## src/hw/rrvCore_cfg.svh

```systemverilog
`ifndef RRV_CORE_CFG_SVH
`define RRV_CORE_CFG_SVH

// Architectural sizes of the integer core

`define RRV_XLEN      32  // Data path width, fixed by RV32I

`define RRV_REG_AW    5   // Register index width
`define RRV_REG_COUNT 32  // x0..x31

`endif

```

## src/hw/rrvPkg.sv

```systemverilog
`default_nettype none
`include "rrvCore_cfg.svh"

package rrvPkg;

    typedef logic [`RRV_XLEN-1:0]   tData;     // Register values, PCs, immediates
    typedef logic [`RRV_REG_AW-1:0] tRegAddr;  // Register index
    typedef logic [31:0]            tInstr;    // Raw instruction word

    // Major opcodes handled by the core
    typedef enum logic [6:0] {
        OP     = 7'b0110011,
        OP_IMM = 7'b0010011,
        LUI    = 7'b0110111,
        AUIPC  = 7'b0010111,
        JAL    = 7'b1101111,
        JALR   = 7'b1100111,
        BRANCH = 7'b1100011
    } tOpcode;

    typedef enum logic [3:0] {
        ADD,
        SUB,
        SLT,
        SLTU,
        SLL,
        SRL,
        SRA,
        XOR,
        OR,
        AND
    } tAluOp;

    // Encoded as funct3 so a branch decodes by a plain cast
    typedef enum logic [2:0] {
        BEQ   = 3'b000,
        BNE   = 3'b001,
        BNONE = 3'b010,  // Unused funct3, marks a non-branch
        BLT   = 3'b100,
        BGE   = 3'b101,
        BLTU  = 3'b110,
        BGEU  = 3'b111
    } tBranchOp;

endpackage

`default_nettype wire

```

## src/hw/rrvCore.sv

```systemverilog
`default_nettype none

module rrvCore (
    input  logic            Clock,
    input  logic            rst,
    input  logic            InstrValidQ100H,
    input  rrvPkg::tInstr   InstrQ100H,
    input  rrvPkg::tData    PcQ100H,
    output logic            RetireValidQ102H,
    output rrvPkg::tData    RetirePcQ102H,
    output logic            RetireRdWrEnQ102H,
    output rrvPkg::tRegAddr RetireRdAddrQ102H,
    output rrvPkg::tData    RetireRdDataQ102H,
    output logic            RetireBranchTakenQ102H,
    output rrvPkg::tData    RetireTargetQ102H
);
    import rrvPkg::*;

    // Decode to execute
    tData     PcQ101H;
    tAluOp    AluOpQ101H;
    tBranchOp BranchOpQ101H;
    logic     SelAluPcQ101H;
    logic     ImmInstrQ101H;
    logic     LuiQ101H;
    tRegAddr  RegSrc1Q101H;
    tRegAddr  RegSrc2Q101H;
    tData     PreRegRdData1Q101H;
    tData     PreRegRdData2Q101H;
    tData     ImmediateQ101H;

    // Decode to result
    logic     ValidQ101H;
    tRegAddr  RegDstQ101H;
    logic     RegWrEnQ101H;
    logic     JumpQ101H;
    logic     JalrQ101H;

    // Execute to result
    logic     BranchCondMetQ101H;
    tData     AluOutQ102H;
    tData     PcQ102H;
    tData     PcPlus4Q102H;

    // Write-back, fed to forwarding and the register file
    tRegAddr  RegDstQ102H;
    logic     RegWrEnQ102H;
    tData     RegWrDataQ102H;

    rrvDecode rrvDecode_i (
        .*
    );

    rrvExecute rrvExecute_i (
        .*
    );

    rrvResult rrvResult_i (
        .*
    );

endmodule

`default_nettype wire

```

## src/hw/rrvDecode.sv

```systemverilog
`default_nettype none
`include "rrvCore_cfg.svh"

module rrvDecode (
    input  logic             Clock,
    input  logic             rst,
    input  logic             InstrValidQ100H,
    input  rrvPkg::tInstr    InstrQ100H,
    input  rrvPkg::tData     PcQ100H,
    input  logic             RegWrEnQ102H,
    input  rrvPkg::tRegAddr  RegDstQ102H,
    input  rrvPkg::tData     RegWrDataQ102H,
    output logic             ValidQ101H,
    output rrvPkg::tData     PcQ101H,
    output rrvPkg::tAluOp    AluOpQ101H,
    output rrvPkg::tBranchOp BranchOpQ101H,
    output logic             SelAluPcQ101H,
    output logic             ImmInstrQ101H,
    output logic             LuiQ101H,
    output rrvPkg::tRegAddr  RegSrc1Q101H,
    output rrvPkg::tRegAddr  RegSrc2Q101H,
    output rrvPkg::tData     PreRegRdData1Q101H,
    output rrvPkg::tData     PreRegRdData2Q101H,
    output rrvPkg::tData     ImmediateQ101H,
    output rrvPkg::tRegAddr  RegDstQ101H,
    output logic             RegWrEnQ101H,
    output logic             JumpQ101H,
    output logic             JalrQ101H
);
    import rrvPkg::*;

    logic [6:0] OpcodeQ100H;
    logic [2:0] Funct3Q100H;
    logic [6:0] Funct7Q100H;
    tRegAddr    RdQ100H;
    tRegAddr    Rs1Q100H;
    tRegAddr    Rs2Q100H;
    tData       ImmIQ100H;
    tData       ImmUQ100H;
    tData       ImmBQ100H;
    tData       ImmJQ100H;
    logic       DecValidQ100H;
    logic       IssueQ100H;
    tAluOp      AluOpQ100H;
    tBranchOp   BranchOpQ100H;
    logic       SelAluPcQ100H;
    logic       ImmInstrQ100H;
    logic       LuiQ100H;
    logic       RegWrEnQ100H;
    logic       JumpQ100H;
    logic       JalrQ100H;
    tData       ImmediateQ100H;
    tData       RegRdData1Q100H;
    tData       RegRdData2Q100H;
    tData       Regs [`RRV_REG_COUNT];

    function automatic tAluOp aluOpFor(input logic [2:0] Funct3, input logic Alt);
        tAluOp Op;
        case (Funct3)
            3'b000:  Op = Alt ? SUB : ADD;
            3'b001:  Op = SLL;
            3'b010:  Op = SLT;
            3'b011:  Op = SLTU;
            3'b100:  Op = XOR;
            3'b101:  Op = Alt ? SRA : SRL;
            3'b110:  Op = OR;
            default: Op = AND;
        endcase
        return Op;
    endfunction

    assign OpcodeQ100H = InstrQ100H[6:0];
    assign RdQ100H     = InstrQ100H[11:7];
    assign Funct3Q100H = InstrQ100H[14:12];
    assign Rs1Q100H    = InstrQ100H[19:15];
    assign Rs2Q100H    = InstrQ100H[24:20];
    assign Funct7Q100H = InstrQ100H[31:25];

    assign ImmIQ100H = {{20{InstrQ100H[31]}}, InstrQ100H[31:20]};
    assign ImmUQ100H = {InstrQ100H[31:12], 12'b0};
    assign ImmBQ100H = {{19{InstrQ100H[31]}}, InstrQ100H[31], InstrQ100H[7],
                        InstrQ100H[30:25], InstrQ100H[11:8], 1'b0};
    assign ImmJQ100H = {{11{InstrQ100H[31]}}, InstrQ100H[31], InstrQ100H[19:12],
                        InstrQ100H[20], InstrQ100H[30:21], 1'b0};

    always_comb begin
        DecValidQ100H  = 1'b0;
        AluOpQ100H     = ADD;
        BranchOpQ100H  = BNONE;
        SelAluPcQ100H  = 1'b0;
        ImmInstrQ100H  = 1'b0;
        LuiQ100H       = 1'b0;
        RegWrEnQ100H   = 1'b0;
        JumpQ100H      = 1'b0;
        JalrQ100H      = 1'b0;
        ImmediateQ100H = ImmIQ100H;
        case (OpcodeQ100H)
            OP: begin
                DecValidQ100H = (Funct7Q100H == 7'b0000000) ||
                                ((Funct7Q100H == 7'b0100000) &&
                                 ((Funct3Q100H == 3'b000) || (Funct3Q100H == 3'b101)));
                AluOpQ100H    = aluOpFor(Funct3Q100H, Funct7Q100H[5]);
                RegWrEnQ100H  = 1'b1;
            end
            OP_IMM: begin
                case (Funct3Q100H)
                    3'b001:  DecValidQ100H = (Funct7Q100H == 7'b0000000);  // SLLI
                    3'b101:  DecValidQ100H = (Funct7Q100H[4:0] == 5'b0) && !Funct7Q100H[6];
                    default: DecValidQ100H = 1'b1;
                endcase
                AluOpQ100H    = aluOpFor(Funct3Q100H, (Funct3Q100H == 3'b101) && Funct7Q100H[5]);
                ImmInstrQ100H = 1'b1;
                RegWrEnQ100H  = 1'b1;
            end
            LUI: begin
                DecValidQ100H  = 1'b1;
                LuiQ100H       = 1'b1;
                ImmInstrQ100H  = 1'b1;
                ImmediateQ100H = ImmUQ100H;
                RegWrEnQ100H   = 1'b1;
            end
            AUIPC: begin
                DecValidQ100H  = 1'b1;
                SelAluPcQ100H  = 1'b1;
                ImmInstrQ100H  = 1'b1;
                ImmediateQ100H = ImmUQ100H;
                RegWrEnQ100H   = 1'b1;
            end
            JAL: begin
                DecValidQ100H  = 1'b1;
                SelAluPcQ100H  = 1'b1;  // Target = PC + J imm
                ImmInstrQ100H  = 1'b1;
                ImmediateQ100H = ImmJQ100H;
                RegWrEnQ100H   = 1'b1;
                JumpQ100H      = 1'b1;
            end
            JALR: begin
                DecValidQ100H = (Funct3Q100H == 3'b000);
                ImmInstrQ100H = 1'b1;   // Target = rs1 + I imm
                RegWrEnQ100H  = 1'b1;
                JumpQ100H     = 1'b1;
                JalrQ100H     = 1'b1;
            end
            BRANCH: begin
                DecValidQ100H  = (Funct3Q100H[2:1] != 2'b01);
                BranchOpQ100H  = tBranchOp'(Funct3Q100H);
                SelAluPcQ100H  = 1'b1;
                ImmInstrQ100H  = 1'b1;
                ImmediateQ100H = ImmBQ100H;
            end
            default: DecValidQ100H = 1'b0;  // Unsupported opcode
        endcase
    end

    assign IssueQ100H = InstrValidQ100H && DecValidQ100H;

    // Write-through read
    assign RegRdData1Q100H = (RegWrEnQ102H && (RegDstQ102H == Rs1Q100H)) ? RegWrDataQ102H :
                             Regs[Rs1Q100H];
    assign RegRdData2Q100H = (RegWrEnQ102H && (RegDstQ102H == Rs2Q100H)) ? RegWrDataQ102H :
                             Regs[Rs2Q100H];

    always_ff @(posedge Clock) begin
        if (rst) begin
            for (int i = 0; i < `RRV_REG_COUNT; i++) begin
                Regs[i] <= '0;
            end
        end else if (RegWrEnQ102H && (RegDstQ102H != '0)) begin
            Regs[RegDstQ102H] <= RegWrDataQ102H;
        end
    end

    always_ff @(posedge Clock) begin
        if (rst) begin
            ValidQ101H    <= 1'b0;
            RegWrEnQ101H  <= 1'b0;
            JumpQ101H     <= 1'b0;
            JalrQ101H     <= 1'b0;
            BranchOpQ101H <= BNONE;
            AluOpQ101H    <= ADD;
            SelAluPcQ101H <= 1'b0;
            ImmInstrQ101H <= 1'b0;
            LuiQ101H      <= 1'b0;
        end else begin
            ValidQ101H    <= IssueQ100H;
            RegWrEnQ101H  <= IssueQ100H && RegWrEnQ100H;
            JumpQ101H     <= IssueQ100H && JumpQ100H;
            JalrQ101H     <= IssueQ100H && JalrQ100H;
            BranchOpQ101H <= IssueQ100H ? BranchOpQ100H : BNONE;  // Bubbles never branch
            AluOpQ101H    <= AluOpQ100H;
            SelAluPcQ101H <= SelAluPcQ100H;
            ImmInstrQ101H <= ImmInstrQ100H;
            LuiQ101H      <= LuiQ100H;
        end
    end

    always_ff @(posedge Clock) begin
        PcQ101H            <= PcQ100H;
        RegSrc1Q101H       <= Rs1Q100H;
        RegSrc2Q101H       <= Rs2Q100H;
        RegDstQ101H        <= RdQ100H;
        PreRegRdData1Q101H <= RegRdData1Q100H;
        PreRegRdData2Q101H <= RegRdData2Q100H;
        ImmediateQ101H     <= ImmediateQ100H;
    end

    // A source of x0 reaches execute as zero even across a Q102H write
    x0ReadsZero1: assert property (@(posedge Clock) disable iff (rst)
        (RegSrc1Q101H == '0) |-> (PreRegRdData1Q101H == '0));
    x0ReadsZero2: assert property (@(posedge Clock) disable iff (rst)
        (RegSrc2Q101H == '0) |-> (PreRegRdData2Q101H == '0));

endmodule

`default_nettype wire

```

## src/hw/rrvExecute.sv

```systemverilog
`default_nettype none

module rrvExecute (
    input  logic             Clock,
    input  logic             rst,
    input  rrvPkg::tData     PcQ101H,
    input  rrvPkg::tAluOp    AluOpQ101H,
    input  rrvPkg::tBranchOp BranchOpQ101H,
    input  logic             SelAluPcQ101H,
    input  logic             ImmInstrQ101H,
    input  logic             LuiQ101H,
    input  rrvPkg::tRegAddr  RegSrc1Q101H,
    input  rrvPkg::tRegAddr  RegSrc2Q101H,
    input  rrvPkg::tData     PreRegRdData1Q101H,
    input  rrvPkg::tData     PreRegRdData2Q101H,
    input  rrvPkg::tData     ImmediateQ101H,
    input  rrvPkg::tRegAddr  RegDstQ102H,
    input  logic             RegWrEnQ102H,
    input  rrvPkg::tData     RegWrDataQ102H,
    output logic             BranchCondMetQ101H,
    output rrvPkg::tData     AluOutQ102H,
    output rrvPkg::tData     PcQ102H,
    output rrvPkg::tData     PcPlus4Q102H
);
    import rrvPkg::*;

    logic       DataHazard1Q101H;
    logic       DataHazard2Q101H;
    tData       RegRdData1Q101H;
    tData       RegRdData2Q101H;
    tData       AluIn1Q101H;
    tData       AluIn2Q101H;
    tData       AluOutQ101H;
    logic [4:0] ShamtQ101H;

    // Instruction one ahead writes a source we need
    assign DataHazard1Q101H = RegWrEnQ102H && (RegSrc1Q101H == RegDstQ102H) &&
                              (RegSrc1Q101H != '0);
    assign DataHazard2Q101H = RegWrEnQ102H && (RegSrc2Q101H == RegDstQ102H) &&
                              (RegSrc2Q101H != '0);

    assign RegRdData1Q101H = DataHazard1Q101H ? RegWrDataQ102H : PreRegRdData1Q101H;
    assign RegRdData2Q101H = DataHazard2Q101H ? RegWrDataQ102H : PreRegRdData2Q101H;

    assign AluIn1Q101H = SelAluPcQ101H ? PcQ101H : RegRdData1Q101H;
    assign AluIn2Q101H = ImmInstrQ101H ? ImmediateQ101H : RegRdData2Q101H;
    assign ShamtQ101H  = AluIn2Q101H[4:0];  // RV32 shift amount

    always_comb begin
        case (AluOpQ101H)
            ADD:     AluOutQ101H = AluIn1Q101H + AluIn2Q101H;  // Also targets and AUIPC
            SUB:     AluOutQ101H = AluIn1Q101H - AluIn2Q101H;
            SLT:     AluOutQ101H = tData'($signed(AluIn1Q101H) < $signed(AluIn2Q101H));
            SLTU:    AluOutQ101H = tData'(AluIn1Q101H < AluIn2Q101H);
            SLL:     AluOutQ101H = AluIn1Q101H << ShamtQ101H;
            SRL:     AluOutQ101H = AluIn1Q101H >> ShamtQ101H;
            SRA:     AluOutQ101H = tData'($signed(AluIn1Q101H) >>> ShamtQ101H);
            XOR:     AluOutQ101H = AluIn1Q101H ^ AluIn2Q101H;
            OR:      AluOutQ101H = AluIn1Q101H | AluIn2Q101H;
            AND:     AluOutQ101H = AluIn1Q101H & AluIn2Q101H;
            default: AluOutQ101H = AluIn1Q101H + AluIn2Q101H;
        endcase
        if (LuiQ101H) begin
            AluOutQ101H = AluIn2Q101H;  // LUI passes the U immediate
        end
    end

    // Compare always uses the register operands, never the immediate
    always_comb begin
        case (BranchOpQ101H)
            BEQ:     BranchCondMetQ101H = (RegRdData1Q101H == RegRdData2Q101H);
            BNE:     BranchCondMetQ101H = (RegRdData1Q101H != RegRdData2Q101H);
            BLT:     BranchCondMetQ101H = ($signed(RegRdData1Q101H) < $signed(RegRdData2Q101H));
            BGE:     BranchCondMetQ101H = !($signed(RegRdData1Q101H) < $signed(RegRdData2Q101H));
            BLTU:    BranchCondMetQ101H = (RegRdData1Q101H < RegRdData2Q101H);
            BGEU:    BranchCondMetQ101H = !(RegRdData1Q101H < RegRdData2Q101H);
            default: BranchCondMetQ101H = 1'b0;  // BNONE
        endcase
    end

    always_ff @(posedge Clock) begin
        AluOutQ102H  <= AluOutQ101H;
        PcQ102H      <= PcQ101H;
        PcPlus4Q102H <= PcQ101H + tData'(4);  // Link value for jumps
    end

    // Decode must hand over a defined operation every cycle
    aluOpKnown: assert property (@(posedge Clock) disable iff (rst)
        !$isunknown(AluOpQ101H));

endmodule

`default_nettype wire

```

## src/hw/rrvResult.sv

```systemverilog
`default_nettype none

module rrvResult (
    input  logic            Clock,
    input  logic            rst,
    input  logic            ValidQ101H,
    input  rrvPkg::tRegAddr RegDstQ101H,
    input  logic            RegWrEnQ101H,
    input  logic            JumpQ101H,
    input  logic            JalrQ101H,
    input  logic            BranchCondMetQ101H,
    input  rrvPkg::tData    AluOutQ102H,
    input  rrvPkg::tData    PcQ102H,
    input  rrvPkg::tData    PcPlus4Q102H,
    output rrvPkg::tRegAddr RegDstQ102H,
    output logic            RegWrEnQ102H,
    output rrvPkg::tData    RegWrDataQ102H,
    output logic            RetireValidQ102H,
    output rrvPkg::tData    RetirePcQ102H,
    output logic            RetireRdWrEnQ102H,
    output rrvPkg::tRegAddr RetireRdAddrQ102H,
    output rrvPkg::tData    RetireRdDataQ102H,
    output logic            RetireBranchTakenQ102H,
    output rrvPkg::tData    RetireTargetQ102H
);
    import rrvPkg::*;

    logic ValidQ102H;
    logic JumpQ102H;
    logic JalrQ102H;
    logic CondMetQ102H;

    always_ff @(posedge Clock) begin
        if (rst) begin
            ValidQ102H   <= 1'b0;
            RegWrEnQ102H <= 1'b0;
            JumpQ102H    <= 1'b0;
            JalrQ102H    <= 1'b0;
            CondMetQ102H <= 1'b0;
        end else begin
            ValidQ102H   <= ValidQ101H;
            RegWrEnQ102H <= ValidQ101H && RegWrEnQ101H && (RegDstQ101H != '0);  // x0 dropped
            JumpQ102H    <= ValidQ101H && JumpQ101H;
            JalrQ102H    <= ValidQ101H && JalrQ101H;
            CondMetQ102H <= ValidQ101H && BranchCondMetQ101H;
        end
    end

    always_ff @(posedge Clock) begin
        RegDstQ102H <= RegDstQ101H;
    end

    assign RegWrDataQ102H = JumpQ102H ? PcPlus4Q102H : AluOutQ102H;

    assign RetireValidQ102H       = ValidQ102H;
    assign RetirePcQ102H          = PcQ102H;
    assign RetireRdWrEnQ102H      = RegWrEnQ102H;
    assign RetireRdAddrQ102H      = RegDstQ102H;
    assign RetireRdDataQ102H      = RegWrDataQ102H;
    assign RetireBranchTakenQ102H = CondMetQ102H || JumpQ102H;
    assign RetireTargetQ102H      = JalrQ102H ? (AluOutQ102H & ~tData'(1)) : AluOutQ102H;

    // A reported write always belongs to a valid retire to a real register
    retireWrValid: assert property (@(posedge Clock) disable iff (rst)
        RetireRdWrEnQ102H |-> (RetireValidQ102H && (RetireRdAddrQ102H != '0)));

endmodule

`default_nettype wire

```

## config.mk

```make
export PLATFORM = sky130hd
export DESIGN_NAME = rrvCore
export DESIGN_NICKNAME = d
export VERILOG_FILES = /design/src/hw/rrvPkg.sv /design/src/hw/rrvCore.sv /design/src/hw/rrvDecode.sv /design/src/hw/rrvExecute.sv /design/src/hw/rrvResult.sv
export VERILOG_INCLUDE_DIRS = /design/src /design/src/hw
export SDC_FILE = /design/constraint.sdc
export NUM_CORES = 2
export LEC_CHECK = 0
export ABC_AREA = 1
export BUFFER_PORTS_ARGS = -buffer_cell sky130_fd_sc_hd__buf_2
export CAP_MARGIN = 20
export CELL_PAD_IN_SITES_DETAIL_PLACEMENT = 1
export CELL_PAD_IN_SITES_GLOBAL_PLACEMENT = 2
export CORE_ASPECT_RATIO = 0.7
export CORE_MARGIN = 3
export CORE_UTILIZATION = 42
export CTS_CLUSTER_DIAMETER = 100
export CTS_CLUSTER_SIZE = 8
export DETAILED_ROUTE_END_ITERATION = 7
export HOLD_SLACK_MARGIN = 0.08
export MAX_ROUTING_LAYER = met4
export PLACE_DENSITY = 0.89
export REMOVE_ABC_BUFFERS = 1
export SLEW_MARGIN = 15
export SYNTH_ARGS = -nofsm -noshare
export SYNTH_HDL_FRONTEND = slang
export SYNTH_SLANG_ARGS = --single-unit
```

## constraint.sdc

```tcl
create_clock -name Clock -period 6.8 [get_ports Clock]
set_input_delay 0.34 -clock Clock [delete_from_list [all_inputs] [get_ports Clock]]
set_output_delay 0.34 -clock Clock [all_outputs]
set_load 0.01 [all_outputs]
```

Word-level counts from Yosys, hierarchy flattened
Memories as Yosys holds them, arrays and structs flattened.
Index checks and enable logic that the tools add are counted.
{ "totals": {"register_bits": 263, "input_bits": 67, "mem_count": 1, "ramBits": 1024, "elab_cells": 152, "output_inout_bits": 104} }
{ "mem_list": {"columns": ["memory", "words", "width", "read_ports", "rd_ports_with_merged_regs", "write_ports", "line", "source"], "rows": [
  ["rrvDecode_i.Regs", 32, 32, 2, 0, 32, "rrvDecode.sv:55", "tData Regs [`RRV_REG_COUNT];"]
]} }
{ "op_classes": {"n_bitwise": 5, "n_reduce_logical": 41, "magnitude_cmp": 4, "eq_ne": 35, "n_mux": 35, "n_addsub": 3, "shift": 3} }
{ "op_table": {"columns": ["operator", "count"], "rows": [
  ["2-to-1 mux 32 bit", 9],
  ["case mux 32 bit (9 select lines)", 1],
  ["less-than comparator 32 bit", 4],
  ["case mux 31 bit (3 select lines)", 1],
  ["case mux 4 bit (7 select lines)", 2],
  ["adder 32 x 3 -> 32 bit, second input constant", 1],
  ["adder 32 bit", 1],
  ["AND 32 bit", 1],
  ["== test 32 bit", 1],
  ["!= test 32 bit", 1],
  ["bitwise OR 32 bit", 1],
  ["OR reduction 32 bit", 1],
  ["<< shifter 32 x 5 -> 32 bit", 1],
  ["right shift 32 x 5 -> 32 bit", 1],
  [">>> shifter 32 x 5 -> 32 bit", 1],
  ["subtractor 32 bit", 1],
  ["bitwise XOR 32 bit", 1],
  ["== test 3 bit, second input constant", 7],
  ["== test 7 x 6 -> 1 bit, second input constant", 3],
  ["== test 7 bit, second input constant", 3],
  ["== test 5 bit", 4],
  ["nonzero test 5 bit", 4],
  ["logical AND 1 bit", 19],
  ["== test 4 x 3 -> 1 bit, second input constant", 4],
  ["other kinds (23)", 53]
]} }

Logic depth before layout (Yosys ltp)
{ "depth": {"ltp_word": 8, "depth_mapped": 36, "mapped_depth_nobuf": 33} }

Cells and area by module
A second synthesis with hierarchy kept.
{ "unflattened": {"hier_cells": 10335, "area_unflattened_um2": 76682.3} }
{ "by_module_without_submodules": {"columns": ["module", "n_inst", "seq_area_each_um2", "area_per_inst_um2", "cells_each"], "rows": [
  ["rrvDecode", 1, 33892.5, 60521.8, 7543],
  ["rrvExecute", 1, 1881.8, 14646.5, 2558],
  ["rrvResult", 1, 200.2, 1514.0, 234]
]} }

Least setup slack after synthesis
No wires, ideal clock.
{ "synth_timing": {"kind": "register to register", "startpoint": "reg rrvResult_i.RegDstQ102H[3]", "endpoint": "reg rrvExecute_i.AluOutQ102H[18]", "stages_incl_launch_ff": 36, "setup_time_ns": 0.113, "synth_period_minus_slack_ns": 3.987, "arrival_time_ns": 3.873, "slack_ns": 2.813, "t_required_ns": 6.687, "path_cell_list": "dfxtp_1 buf_2 inv_4 nand2_1 nand2_1 nand2_1 nor2_4 nand3_4 buf_6 clkbuf_1 nor2_1 a21oi_1 nand2_1 o21ai_0 inv_1 ha_1 clkbuf_1 inv_1 nor2_1 nand2_1 nand3_1 nand2_1 nand2_1 nand2_1 nand2_1 inv_1 o21ai_0 nand2_1 nand2_1 nand3_1 nand2_1 a21oi_1 o21ai_0 nand2_1 nor2_1 nor2_1"} }
{ "synth_between": {"elab_chain_cells": 8, "word_cells_on_any_way": 20} }
{ "synth_rtl": {"columns": ["item", "line", "source"], "rows": [
  ["from (decl)", "rrvResult.sv:15", "output rrvPkg::tRegAddr RegDstQ102H,"],
  ["from (signal assigned)", "rrvResult.sv:50", "RegDstQ102H <= RegDstQ101H;"],
  ["== test 5 bit (on tied branches)", "rrvExecute.sv:37, rrvExecute.sv:39", null],
  ["logical AND 1 bit (on tied branches) (2 in series)", "rrvExecute.sv:37, rrvExecute.sv:39", null],
  ["2-to-1 mux 32 bit (on tied branches)", "rrvExecute.sv:42, rrvExecute.sv:43", null],
  ["2-to-1 mux 32 bit (on tied branches)", "rrvExecute.sv:45, rrvExecute.sv:46", null],
  ["adder 32 bit (tied with other cells)", "rrvExecute.sv:51, rrvExecute.sv:61", null],
  ["case mux 32 bit (9 select lines)", "rrvExecute.sv:50", "case (AluOpQ101H)"],
  ["2-to-1 mux 32 bit (*)", "rrvExecute.sv:63", "if (LuiQ101H) begin"],
  ["net rrvExecute_i.AluOutQ101H[18]", "rrvExecute.sv:33", "tData AluOutQ101H;"],
  ["to (signal assigned)", "rrvExecute.sv:82", "AluOutQ102H <= AluOutQ101H;"],
  ["to (decl)", "rrvExecute.sv:21", "output rrvPkg::tData AluOutQ102H,"]
]} }
Mark *: on every way through the listed nets, which the timed path passes. The rest lies on a longest branch.
A chain may end at the register's enable or synchronous reset.

Worst setup path in the final report
{ "layout_timing": {"startpoint": "reg rrvResult_i.RegDstQ102H[4]", "endpoint": "reg rrvExecute_i.AluOutQ102H[30]"} }
The elaborated chain is that of the path after synthesis.

==> run metrics <==
Syn Inst Count 9,194; Routed Antenna Nets 0; Seq cells post-synth 1,285; startpoint types flip-flop; maximum buffer depth of the clock tree 3; final hold violations 0; htree depth 4; Die Ht between 300 and 400 µm; synthesis-to-finish area growth 11.55%; post-synthesis area per instance 7.934 µm²; ys async rst share 0%; Final GP Congestion approximately 1.1; Switching Share 37.71%; CP Cell Sequence inv_4 > nand2_1 > nand2_1 > inv_1 > nand2_1 > nor2_4 > nand3_4 > buf_4 > a21oi_1 > o21ai_0 > ha_1 > inv_1 > nor2_1 > nand2_1 > nor3_1 > inv_1 > o211ai_1 > a31oi_1 > o21bai_1 > a21oi_1 > o21ai_0 > o21ai_0 > nor2_1 > nor2_1; Die Width 504.1 µm; Worst Setup End Kind flip-flop; DRT iter0 DRCs between 10,000 and 15,000; most used cell, CP nand2_1; CTS Buf Count 178; post-layout min period between 5000 and 6000 ps; P_int 15.09 mW; Num Clock Sinks 1,285; synthesized cell area 0.07295 mm²; pwr dens 297.8 mW/mm²; Clock Power Share 35.2%; RSZ-0062 raised after global routing false; worst min-delay path category input pin to flip-flop; clk root buf clkbuf_16; total track usage 43.46%; fmax 169.8 MHz; Post-DP HPWL 251,300 µm; sequential power share 38.0%; row cnt 127; vias per inst ~6.7; Combinational Power Share 26.8%; share of layout cells above drive strength 1 8.150%; Ys Warns 0; r2r setup slk approximately 910 ps; Setup CP Type flip-flop to flip-flop; maximum VDD drop ~0.0002 V; slowest stage delay, CP a little over 800 ps; crit path max fanout 27; number of flops mapped to enable cells by yosys 1,024; DR WL/cell about 34 µm; Die ar. 0.1788 mm²; grt met2 use between 50% and 60%; CP Buf/Inv Count 5; M3 GR Usage 14.11%; number of port buffers between 150 and 200; 1st-pass router iterations 6; Core ar. ~0.17 mm²; Detailed Route WL 390,800 µm; most used flip-flop cell after synthesis edfxtp_1; run status complete, no violations; utilization after layout 47.33%; worst skew pair latency around 840 ps; family with the most delay on the worst path compound AO/OA/AOI/OAI gates; initial antenna violation count 17; period utilisation layout 86.60%; WP data required approximately 7500 ps; WP data arrival 6620 ps; placed instance area 0.07565 mm²; dpl cells 11,130; initial core utilization between 40% and 50%; setup violators final 0; GR peak layer met1; total number of vias 76,540; skew final 33.17 ps; Switching Power about 9.1 mW; total grt overflow 0; post-layout worst setup margin 911.3 ps; Slowest cell on crit path o211ai_1; fin area about 0.081 mm²; Distinct cells, synth between 60 and 70; # resized after CTS 0; GR Util met1 62.17%; global-route wire length before repair 548,300 µm; maxcap violations 0; register area share after synthesis 49.32%; Place WS approximately 1300 ps; Clk pin slew, worst setup/hold paths about 70 ps; worst rel slew slack 9.828%; Pleak 32.16 nW; IO Pins 171; vias in the first global route 74,090; Worst Tran Pin Value 1346 ps; final cell count without fillers 11,470; DRC violations left 0; largest net degree at the start of global routing approximately 200; Total Nets Final 9,247; max-slew violations 0; CTS tree done; hold slack 130.5 ps
[registers in the layout, summed over array words and instances, names as in the netlist, 3 cells and up]
name,count
rrvExecute_i.PcQ102H,32
rrvExecute_i.AluOutQ102H,32
rrvDecode_i.PcQ101H,32
rrvDecode_i.PreRegRdData1Q101H,32
rrvDecode_i.RegDstQ101H,5
rrvDecode_i.RegSrc1Q101H,5
rrvDecode_i.AluOpQ101H,4
rrvDecode_i.Regs,1024
rrvDecode_i.BranchOpQ101H,3
rrvDecode_i.RegSrc2Q101H,5
rrvResult_i.RegDstQ102H,5
rrvDecode_i.PreRegRdData2Q101H,32
rrvDecode_i.ImmediateQ101H,32
rrvExecute_i.PcPlus4Q102H,30
[metal layers]
metal | up-vias | part of all wire, %
li1 | 31410 | -
met5 | - | 0
met1 | 38370 | 42
met4 | 0 | 4.3
met3 | 956 | 15
met2 | 5807 | 39
[synthesized netlist by cell type, types with 9 or more instances]
| library cell | number | share of area [%] |
|---|---|---|
| inv_2 | 13 | 0.067 |
| xor2_1 | 30 | 0.36 |
| o32ai_1 | 21 | 0.25 |
| nand2_1 | 806 | 4.1 |
| a21oi_1 | 207 | 1.4 |
| edfxtp_1 | 1024 | 42 |
| o21ai_2 | 9 | 0.11 |
| a211oi_1 | 9 | 0.093 |
| buf_4 | 46 | 0.47 |
| o211ai_1 | 19 | 0.20 |
| o22ai_1 | 593 | 5.1 |
| nand2_2 | 13 | 0.11 |
| o221ai_1 | 79 | 0.95 |
| clkinv_1 | 37 | 0.19 |
| o31ai_1 | 12 | 0.12 |
| buf_1 | 22 | 0.11 |
| clkbuf_1 | 684 | 3.5 |
| o21ai_1 | 35 | 0.24 |
| nor2_1 | 2606 | 13 |
| inv_1 | 362 | 1.9 |
| o21a_1 | 21 | 0.22 |
| buf_2 | 41 | 0.28 |
| o21ai_0 | 1448 | 9.9 |
| nor4_1 | 9 | 0.077 |
| dfxtp_1 | 261 | 7.2 |
| nand4_1 | 61 | 0.52 |
| or2_2 | 20 | 0.17 |
| nand3_1 | 428 | 2.9 |
| ha_1 | 130 | 2.2 |
| nor3_1 | 49 | 0.34 |
[worst paths after layout]
| path | startpoint | to | depth (start not counted) |
|---|---|---|---|
| max | rrvResult_i.RegDstQ102H[4]$_DFF_P_ | rrvExecute_i.AluOutQ102H[30]$_DFF_P_ | 24 |
| max reg2reg | rrvResult_i.RegDstQ102H[4]$_DFF_P_ | rrvExecute_i.AluOutQ102H[30]$_DFF_P_ | 24 |
| min reg2reg | rrvDecode_i.RegDstQ101H[1]$_DFF_P_ | rrvResult_i.RegDstQ102H[1]$_DFF_P_ | 0 |
| min | InstrQ100H[0] | rrvDecode_i.JalrQ101H$_SDFF_PP0_ | 5 |
[layout by cell type, fill, tap and decap left out, types with 9 or more instances in the layout]
cell type      netlist  routed
nor2_1            2606    2604
o21ai_0           1448    1448
edfxtp_1          1024    1024
nand2_1            806     742
o22ai_1            593     593
nand3_1            428     427
inv_1              362     355
dfxtp_1            261     260
a21oi_1            207     207
buf_4               46     195
clkbuf_16            0     178
buf_2               41     163
ha_1               130     130
o221ai_1            79      79
nand2_2             13      72
clkbuf_1           684      67
dlygate4sd3_1        0      64
nand4_1             61      61
nor3_1              49      48
clkinv_1            37      35
o21ai_1             35      33
conb_1               1      32
xor2_1              30      30
o21a_1              21      21
o32ai_1             21      21
or2_2               20      20
o211ai_1            19      19
inv_2               13      16
buf_12               1      15
diode_2              0      14
o31ai_1             12      12
nand2_4              4       9
a211oi_1             9       9
[stage by stage]
step           TNS [ps]  total power, mW
2_1_floorplan    -59580            12.34
3_3_place_gp          0            15.39
3_5_place_dp          0            15.48
4_1_cts               0            23.93
5_1_grt               0            24.87
6_report              0            24.23
[cell type report]
type,count,area (µm²)
timing repair buffer,444,3312
inverter,414,1597
clock buffer,245,4706
multi-input combinational,6726,32510
fill,20560,90560
sequential,1285,35980
tap,2322,2905
clock inverter,15,330.3
antenna,14,35.03
[power groups by stage]
| stage | clock network, mW | registers [mW] | logic [mW] |
|---|---|---|---|
| after floorplan | 0 | 9.24 | 3.11 |
| after global placement | 0 | 9.34 | 6.05 |
| after global routing | 8.87 | 9.23 | 6.77 |
| final | 8.52 | 9.21 | 6.50 |
| after CTS | 8.54 | 9.20 | 6.19 |
| after detailed placement | 0 | 9.35 | 6.13 |
[worst reg2reg max path: cells and delay by family, from the launching register on]
family / cells / cell delay [ps]
AOI/OAI and AO/OA: 8 / 2310
adders and majority gates: 1 / 450
buffers and inverters: 5 / 770
DFF: 1 / 580
and+or+nand+nor: 10 / 1660
[what timing repair did]
item,CTS,global route
endpoints found under the hold margin,71,0
setup buffers,0,0
hold buffers,64,0
[cell families after synthesis]
family	count (synthesis)	share of synthesized area (%)
fa+ha+maj	131	2.257
flops	1285	49.32
other cells	1	0.005141
xor+xnor	38	0.4562
buf+inv	1214	6.645
simple gates	4025	22.17
compound gates	2500	19.15
(Power assumes the default switching activity.)
